==> config.mk <==
export PLATFORM = sky130hd
export DESIGN_NAME = nf_shell_top
export DESIGN_NICKNAME = d
export VERILOG_FILES = /design/src/common/platform_pkg.sv /design/src/common/reg_bus_pkg.sv /design/src/logic/nf_shell_top.sv /design/src/logic/reset_sequencer.sv /design/src/reg_bus/reg_addr_decoder.sv /design/src/reg_bus/reg_resp_mux.sv /design/src/reg_bus/reg_slave_block.sv
export VERILOG_INCLUDE_DIRS = /design/src /design/src/common
export SDC_FILE = /design/constraint.sdc
export NUM_CORES = 2
export LEC_CHECK = 0
export BUFFER_PORTS_ARGS = -buffer_cell sky130_fd_sc_hd__buf_2
export CAP_MARGIN = 20
export CORE_ASPECT_RATIO = 1.1
export CORE_MARGIN = 2
export CORE_UTILIZATION = 60
export DETAILED_ROUTE_END_ITERATION = 16
export PLACE_DENSITY = 0.77
export SETUP_SLACK_MARGIN = 0.5
export SLEW_MARGIN = 40
export SYNTH_ARGS = -nofsm -noshare
export SYNTH_HDL_FRONTEND = slang
export SYNTH_SLANG_ARGS = --single-unit
==> constraint.sdc <==
create_clock -name core_clk -period 2.6 [get_ports core_clk]
set_input_delay 0.78 -clock core_clk [delete_from_list [all_inputs] [get_ports core_clk]]
set_output_delay 0.78 -clock core_clk [all_outputs]
set_load 0.02 [all_outputs]
==> src/common/shell_defs.svh <==
`ifndef SHELL_DEFS_SVH
`define SHELL_DEFS_SVH

// ----------------------------------------
// Register bus geometry
// ----------------------------------------
`define REG_ADDR_W 32
`define REG_DATA_W 32
`define REG_STRB_W 4

// Slave index sits in addr[14:12]
`define NUM_SLAVES 8
`define SLAVE_SEL_LSB 12
`define REGS_PER_SLAVE 4

`define CORE_RST_CYCLES 16
`define SLAVE_ID_BASE 32'h5EC0_0000

`endif

==> src/common/platform_pkg.sv <==
package platform_pkg;

  // Core stays in HOLD until the reset counter expires
  typedef enum logic {
    HOLD = 1'b0,
    RUN  = 1'b1
  } rst_state_e;

  typedef struct packed {
    rst_state_e state;
    logic       busy;
  } core_status_t;

endpackage

==> src/common/reg_bus_pkg.sv <==
`include "shell_defs.svh"

package reg_bus_pkg;

  typedef enum logic {
    READ  = 1'b0,
    WRITE = 1'b1
  } reg_op_e;

  // Same codes as AXI-Lite xRESP
  typedef enum logic [1:0] {
    OKAY   = 2'b00,
    SLVERR = 2'b10,
    DECERR = 2'b11
  } reg_resp_e;

  // ----------------------------------------
  // Single-beat transaction
  // ----------------------------------------
  typedef struct packed {
    reg_op_e                 op;
    logic [`REG_ADDR_W-1:0]  addr;
    logic [`REG_DATA_W-1:0]  wdata;
    logic [`REG_STRB_W-1:0]  wstrb;
  } reg_req_t;

  typedef struct packed {
    logic [`REG_DATA_W-1:0]  rdata;
    reg_resp_e               resp;
  } reg_rsp_t;

endpackage

==> src/logic/nf_shell_top.sv <==
`include "shell_defs.svh"

module nf_shell_top (
  input  logic                       core_clk,
  input  logic                       rst_n,
  input  logic                       req_valid,
  input  reg_bus_pkg::reg_req_t      req,
  output logic                       req_ready,
  output logic                       rsp_valid,
  output reg_bus_pkg::reg_rsp_t      rsp,
  input  logic                       rsp_ready,
  output platform_pkg::core_status_t status
);

  logic                   core_run;
  logic                   busy;
  logic                   dec_err;
  logic                   rsp_done;
  logic [`NUM_SLAVES-1:0] slave_sel;
  logic [`NUM_SLAVES-1:0] slave_rsp_valid;
  reg_bus_pkg::reg_req_t  slave_req;
  reg_bus_pkg::reg_rsp_t  slave_rsp [`NUM_SLAVES];

  reset_sequencer i_reset_seq (
    .core_clk (core_clk),
    .rst_n    (rst_n),
    .core_run (core_run),
    .status   (status),
    .busy     (busy)
  );

  reg_addr_decoder i_decoder (
    .core_clk  (core_clk),
    .rst_n     (rst_n),
    .core_run  (core_run),
    .req_valid (req_valid),
    .req       (req),
    .req_ready (req_ready),
    .busy      (busy),
    .rsp_done  (rsp_done),
    .slave_sel (slave_sel),
    .slave_req (slave_req),
    .dec_err   (dec_err)
  );

  // ----------------------------------------
  // Slave row
  // ----------------------------------------
  for (genvar i = 0; i < `NUM_SLAVES; i++) begin : g_slave
    reg_slave_block #(
      .SLAVE_INDEX (i)
    ) i_slave (
      .core_clk  (core_clk),
      .rst_n     (rst_n),
      .sel       (slave_sel[i]),
      .slave_req (slave_req),
      .rsp_valid (slave_rsp_valid[i]),
      .rsp       (slave_rsp[i])
    );
  end

  reg_resp_mux i_resp_mux (
    .core_clk        (core_clk),
    .rst_n           (rst_n),
    .slave_rsp_valid (slave_rsp_valid),
    .slave_rsp       (slave_rsp),
    .dec_err         (dec_err),
    .rsp_valid       (rsp_valid),
    .rsp             (rsp),
    .rsp_ready       (rsp_ready),
    .rsp_done        (rsp_done)
  );

endmodule

==> src/logic/reset_sequencer.sv <==
`include "shell_defs.svh"

module reset_sequencer (
  input  logic                       core_clk,
  input  logic                       rst_n,
  output logic                       core_run,
  output platform_pkg::core_status_t status,
  input  logic                       busy
);

  localparam int CNT_W = $clog2(`CORE_RST_CYCLES + 1);

  logic [CNT_W-1:0]         hold_cnt;
  platform_pkg::rst_state_e state;

  // Count cycles after release, then let the core run
  always_ff @(posedge core_clk or negedge rst_n) begin
    if (!rst_n) begin
      hold_cnt <= '0;
      state    <= platform_pkg::HOLD;
    end else if (state == platform_pkg::HOLD) begin
      if (hold_cnt == CNT_W'(`CORE_RST_CYCLES - 1)) begin
        state <= platform_pkg::RUN;
      end else begin
        hold_cnt <= hold_cnt + 1'b1;
      end
    end
  end

  assign core_run = (state == platform_pkg::RUN);
  assign status   = '{state: state, busy: busy};

endmodule

==> src/reg_bus/reg_addr_decoder.sv <==
`include "shell_defs.svh"

module reg_addr_decoder (
  input  logic                   core_clk,
  input  logic                   rst_n,
  input  logic                   core_run,
  input  logic                   req_valid,
  input  reg_bus_pkg::reg_req_t  req,
  output logic                   req_ready,
  output logic                   busy,
  input  logic                   rsp_done,
  output logic [`NUM_SLAVES-1:0] slave_sel,
  output reg_bus_pkg::reg_req_t  slave_req,
  output logic                   dec_err
);

  localparam int IDX_W = $clog2(`NUM_SLAVES);

  typedef enum logic {IDLE, WAIT} dec_state_e;

  dec_state_e       state;
  logic             take;
  logic             pend;
  logic             addr_bad;
  logic [IDX_W-1:0] slave_idx;

  // One transaction in flight at a time
  assign req_ready = core_run && (state == IDLE);
  assign busy      = (state == WAIT);
  assign take      = req_valid && req_ready;

  assign slave_idx = slave_req.addr[`SLAVE_SEL_LSB +: IDX_W];
  assign addr_bad  = |slave_req.addr[`REG_ADDR_W-1:`SLAVE_SEL_LSB+IDX_W];

  always_ff @(posedge core_clk or negedge rst_n) begin
    if (!rst_n) begin
      state     <= IDLE;
      pend      <= 1'b0;
      slave_sel <= '0;
      dec_err   <= 1'b0;
    end else begin
      pend      <= take;
      slave_sel <= '0;
      dec_err   <= 1'b0;
      // Strobe out one cycle after acceptance
      if (pend) begin
        if (addr_bad) begin
          dec_err <= 1'b1;
        end else begin
          slave_sel <= {{(`NUM_SLAVES - 1){1'b0}}, 1'b1} << slave_idx;
        end
      end
      case (state)
        IDLE:    if (take) state <= WAIT;
        WAIT:    if (rsp_done) state <= IDLE;
        default: state <= IDLE;
      endcase
    end
  end

  always_ff @(posedge core_clk) begin
    if (take) slave_req <= req;
  end

endmodule

==> src/reg_bus/reg_resp_mux.sv <==
`include "shell_defs.svh"

module reg_resp_mux (
  input  logic                   core_clk,
  input  logic                   rst_n,
  input  logic [`NUM_SLAVES-1:0] slave_rsp_valid,
  input  reg_bus_pkg::reg_rsp_t  slave_rsp [`NUM_SLAVES],
  input  logic                   dec_err,
  output logic                   rsp_valid,
  output reg_bus_pkg::reg_rsp_t  rsp,
  input  logic                   rsp_ready,
  output logic                   rsp_done
);

  reg_bus_pkg::reg_rsp_t pick;
  logic                  new_rsp;

  // Falls back to DECERR when no slave answered
  always_comb begin
    pick = '{rdata: '0, resp: reg_bus_pkg::DECERR};
    for (int i = 0; i < `NUM_SLAVES; i++) begin
      if (slave_rsp_valid[i]) pick = slave_rsp[i];
    end
  end

  assign new_rsp  = (|slave_rsp_valid) || dec_err;
  assign rsp_done = rsp_valid && rsp_ready;

  always_ff @(posedge core_clk or negedge rst_n) begin
    if (!rst_n) begin
      rsp_valid <= 1'b0;
    end else if (new_rsp) begin
      rsp_valid <= 1'b1;
    end else if (rsp_done) begin
      rsp_valid <= 1'b0;
    end
  end

  // Held until the master takes it
  always_ff @(posedge core_clk) begin
    if (new_rsp) rsp <= pick;
  end

endmodule

==> src/reg_bus/reg_slave_block.sv <==
`include "shell_defs.svh"

module reg_slave_block #(
  parameter int SLAVE_INDEX = 0
) (
  input  logic                  core_clk,
  input  logic                  rst_n,
  input  logic                  sel,
  input  reg_bus_pkg::reg_req_t slave_req,
  output logic                  rsp_valid,
  output reg_bus_pkg::reg_rsp_t rsp
);

  localparam int WORD_W = $clog2(`REGS_PER_SLAVE);
  localparam logic [`REG_DATA_W-1:0] ID_WORD = `SLAVE_ID_BASE + `REG_DATA_W'(SLAVE_INDEX);

  logic [`REG_DATA_W-1:0] scratch [1:`REGS_PER_SLAVE-1];
  logic [WORD_W-1:0]      word;
  logic                   is_write;
  logic [`REG_DATA_W-1:0] rd_data;
  reg_bus_pkg::reg_resp_e rd_resp;

  assign word     = slave_req.addr[2 +: WORD_W];
  assign is_write = (slave_req.op == reg_bus_pkg::WRITE);

  // Word 0 is the ID and refuses writes
  always_comb begin
    rd_data = '0;
    rd_resp = reg_bus_pkg::OKAY;
    if (word == '0) begin
      rd_data = ID_WORD;
      if (is_write) rd_resp = reg_bus_pkg::SLVERR;
    end else begin
      rd_data = scratch[word];
    end
    if (is_write) rd_data = '0;
  end

  always_ff @(posedge core_clk or negedge rst_n) begin
    if (!rst_n) begin
      rsp_valid <= 1'b0;
      for (int i = 1; i < `REGS_PER_SLAVE; i++) scratch[i] <= '0;
    end else begin
      rsp_valid <= sel;
      if (sel && is_write && word != '0) begin
        for (int b = 0; b < `REG_STRB_W; b++) begin
          if (slave_req.wstrb[b]) scratch[word][b*8 +: 8] <= slave_req.wdata[b*8 +: 8];
        end
      end
    end
  end

  always_ff @(posedge core_clk) begin
    if (sel) rsp <= '{rdata: rd_data, resp: rd_resp};
  end

endmodule
==> out/results.env <==
LAYOUT-DRIVE-GT1-SHARE_PCT=40.9
IO_BUFFERS=100
YS_DOMINANT_REG_CELL='dfrtp_1'
CTS-BUFFERS-INSERTED=112
DP.FINAL_HPWL_UM=79900
MAX_STAGE_DELAY_NS=0.52
CTS_HOLD_BUFFERS=0
SYN_AVG_CELL_AREA_SQ_UM=14.5
LAYOUT_WORST_PATH_CYCLE_SHARE_PCT=84.0
GRT_SETUP_UNREPAIRED='yes'
GRT_USE_TOTAL_PCT=30.1
GRT_OVERFLOW=0
AREAGROWTHSYNTHTOFINISH_PCT=14.1
LAYOUT.CELLS.NON_FILLER=4645
SETUP.WORST_PATH.START_CLASS='flip-flop'
TIMING.CRITICAL_PATH.TO_TYPE='primary output'
STATIC-LEAKAGE-POWER_nW=25.6
TIMING.CRITICAL_PATH.MAX_DELAY_FAMILY='flip-flops'
YS_TOP_CELLS_BY_AREA='dfrtp_1 41%, edfxtp_1 22%, mux2_2 22%'
SYNTH-SEQ-CELLS=1151
COREAREA_SQ_UM=80200
POST_DRT_WL_PER_CELL_UM=26.5
CLOCK_LATENCY_NS=0.69
MAXSLEWHEADROOM_PCT=37.2
OUTCOME='complete, no violations'
SYNTHESIS.INSTANCES=3340
GLOBAL_ROUTE_WIRE_LENGTH_BEFORE_REPAIR_UM=188000
FMAX_MHz=458
AREA_OF_THE_MAPPED_NETLIST_SQ_UM=48500
DETAILEDROUTE.FIRSTPASSITERATIONCOUNT=6
GRT_MAX_DEGREE=159
TIMING_WORST_SLEW_PIN_VALUE_NS=0.942
DETAIL-ROUTE-ANTENNA-NETS=0
POWER_DENSITY_nW_PER_UM2=658
CTS.CLK_SLEW.WORST_PATHS_NS=0.06
INITIALDRTVIOLATIONCOUNT=2873
FINALHOLDVIOLATIONS=0
FINALCLOCKSKEW_NS=0.0225
FILLER_CELL_COUNT=5197
CLOCK_TREE.BUFFER_DEPTH=3
NUMBER_OF_ANTENNA_VIOLATIONS_AT_THE_FIRST_CHECK_IN_GLOBAL_ROUTING=2
SITE_ROW_COUNT=109
DETAIL_ROUTE.DRC_VIOLATIONS=0
CP_DATA_REQUIRED_TIME_NS=1.82
TNS_SETUP_NS=0
CRITICAL_PATH_PEAK_FANOUT=1
DIE_AREA_SQ_UM=83100
FIN_NETS=3569
SYNTH_SEQUENTIAL_AREA_RATIO_PCT=63.1
CTS_HTREE_LEVELS=3
ANTENNA_CELLS=0
YOSYS.CELL_COUNT.TOP_TYPE='mux2_2'
VIA_PER_INST=6.40
CTS_TREE='built'
FP.DIEH_UM=302
HOLD_CLASS='in -> async'
TIMING.FINAL.CRIT_PERIOD_NS=2.18
CP_SLOWEST_CELL='edfxtp_1'
POST-SYNTH-TOP-AREA-CELL='dfrtp_1'
CRIT_ARRIVAL_NS=1.40
NUMBER_OF_FAILING_SETUP_ENDPOINTS_IN_THE_FINAL_TIMING_REPORT=0
CLK_ROOT_BUFFER_CELL='clkbuf_16'
ASYNCSETRESETFLOPFRACSYNTH_PCT=69.0
NUM_IO_PINS=111
SYNTH.YOSYS.WARNINGS=0
REPORT.FINAL.SLEW_VIOL_COUNT=0
ROUTED-VIA-COUNT=29700
INITIAL_CORE_UTIL_PCT=60.4
PLACE.GP.CONGESTION=0.871
WORST-PATH-BUF-INV=1
WORSTSETUPPATHTYPE='reg -> out'
NUMBER_OF_SYNTHESIZED_FLOPS_WITH_AN_ENABLE_PIN=357
SYNTHDISTINCTLIBCELLS=50
NUMBER_OF_GLOBAL_ROUTE_VIAS_BEFORE_REPAIR=31500
SYN_NETS=3415
MAX-CAP-VIOLATIONS=0
SYNTH_TOP_CELL_AREA_SHARE_PCT=41.0
WIRELENGTH_UM=123000
PLACED_INSTS=4415
CRIT_PATH_CELL_TRACE='buf_6'
IR_DROP_mV=0.666
SYNTH_COMMONEST_CELLS='931 x mux2_2, 794 x dfrtp_1, 357 x edfxtp_1'
DIE_X_UM=275
CTS.SINK_COUNT=1151
-- through the flow --
stage	hold WS (ns)	area (sq um)	setup slack (ns)	power [mW]	util, %
6_report	0.0243	55300	0.416	36.4	68.9
5_1_grt	0.0362	55300	0.391	37.4	68.9
2_1_floorplan	0.438	48500	0.534	19.6	-
3_5_place_dp	0.466	51100	0.364	20.3	63.7
4_1_cts	0.0156	55100	0.397	36.5	68.7
3_3_place_gp	0.454	50700	0.210	20.2	63.2
-- logic make-up after synthesis --
logic type | count (synthesis) | share of synthesized area, %
flip-flops | 1151 | 63.1
AND/OR/NAND/NOR | 467 | 4.20
adder cells (fa/ha/maj) | 2 | 0.0516
XOR/XNOR | 3 | 0.0542
buffers and inverters | 242 | 2.01
AO/OA/AOI/OAI | 450 | 6.92
multiplexers | 1025 | 23.6
-- area by class of cell --
class / count / area (sq um) / area share (%)
inverters: 8 / 36.3 / 0.0656
clock buffers: 175 / 3440 / 6.22
flip-flops and latches: 1151 / 30600 / 55.3
repair buffers: 274 / 2530 / 4.58
multi-input cells: 1947 / 17000 / 30.8
well taps: 1054 / 1320 / 2.39
clock inverters: 36 / 323 / 0.584
-- metal layers --
| layer | wire (um) | GRT usage [%] |
|---|---|---|
| met5 | 12 | 0 |
| met4 | 5460 | 13.7 |
| met3 | 8570 | 5.31 |
| met2 | 60500 | 49.2 |
| met1 | 48400 | 39.7 |
-- registers in the layout, summed over array words and instances, names as in the netlist --
name and cells:
i_decoder.slave_req 59, i_decoder.busy 1, i_reset_seq.core_run 1, g_slave.i_slave.rsp_valid 8, i_reset_seq.hold_cnt 5, i_resp_mux.rsp_valid 1
g_slave.i_slave.scratch 768, g_slave.i_slave.rsp 264, i_decoder.slave_sel 8, i_resp_mux.rsp 34, i_decoder.dec_err 1, i_decoder.pend 1
-- path summary, 6_finish.rpt --
kind	from	end	slack (ns)	cells after the start
min in group core_clk	req[23]	i_decoder.slave_req[23]$_DFFE_PP_	0.26	1
max in group asynchronous	rst_n	g_slave[5].i_slave.scratch[25]$_DFFE_PN0P_	1.70	3
min	rst_n	g_slave[5].i_slave.scratch[11]$_DFFE_PN0P_	0.02	1
max	i_resp_mux.rsp[18]$_DFFE_PP_	rsp[18]	0.42	1
max reg2reg	i_decoder.slave_req[39]$_DFFE_PP_	g_slave[4].i_slave.scratch[89]$_DFFE_PN0P_	0.47	5
min reg2reg	i_reset_seq.hold_cnt[3]$_DFFE_PN0P_	i_reset_seq.hold_cnt[3]$_DFFE_PN0P_	0.47	1
-- what timing repair did --
item                                    4_1_cts  5_1_grt
setup buffers                                 7        8
pin swaps                                     4        4
cloned                                        2        0
endpoints found under the setup margin      251      282
resized for setup                            35       29
-- layout by cell type (no fill, tap or decap), types with 14 or more instances in the layout --
cell type,netlist,routed
buf_2,31,94
a221o_1,20,20
o2111ai_1,21,21
clkbuf_8,0,25
nor2_1,276,269
o22ai_1,32,32
a211oi_1,68,68
buf_6,0,29
a31oi_1,23,21
o21ai_0,23,23
edfxtp_1,357,357
nand2_1,92,79
nand2_2,16,29
clkbuf_16,0,119
buf_12,0,31
buf_8,0,14
mux2_2,931,931
dfrtp_1,794,784
a22oi_1,219,219
nand2b_1,26,25
mux2_1,25,25
nor2_2,14,16
buf_4,7,101
mux2i_1,69,69
clkbuf_1,173,31
-- report_power, final --
| group | internal, mW | switching, mW | leakage [nW] | total (mW) |
|---|---|---|---|---|
| Sequential | 18.7 | 0.106 | 14.8 | 18.8 |
| Clock | 9.56 | 6.80 | 1.85 | 16.4 |
| Combinational | 0.338 | 0.876 | 8.98 | 1.21 |
(Power assumes the default switching activity.)
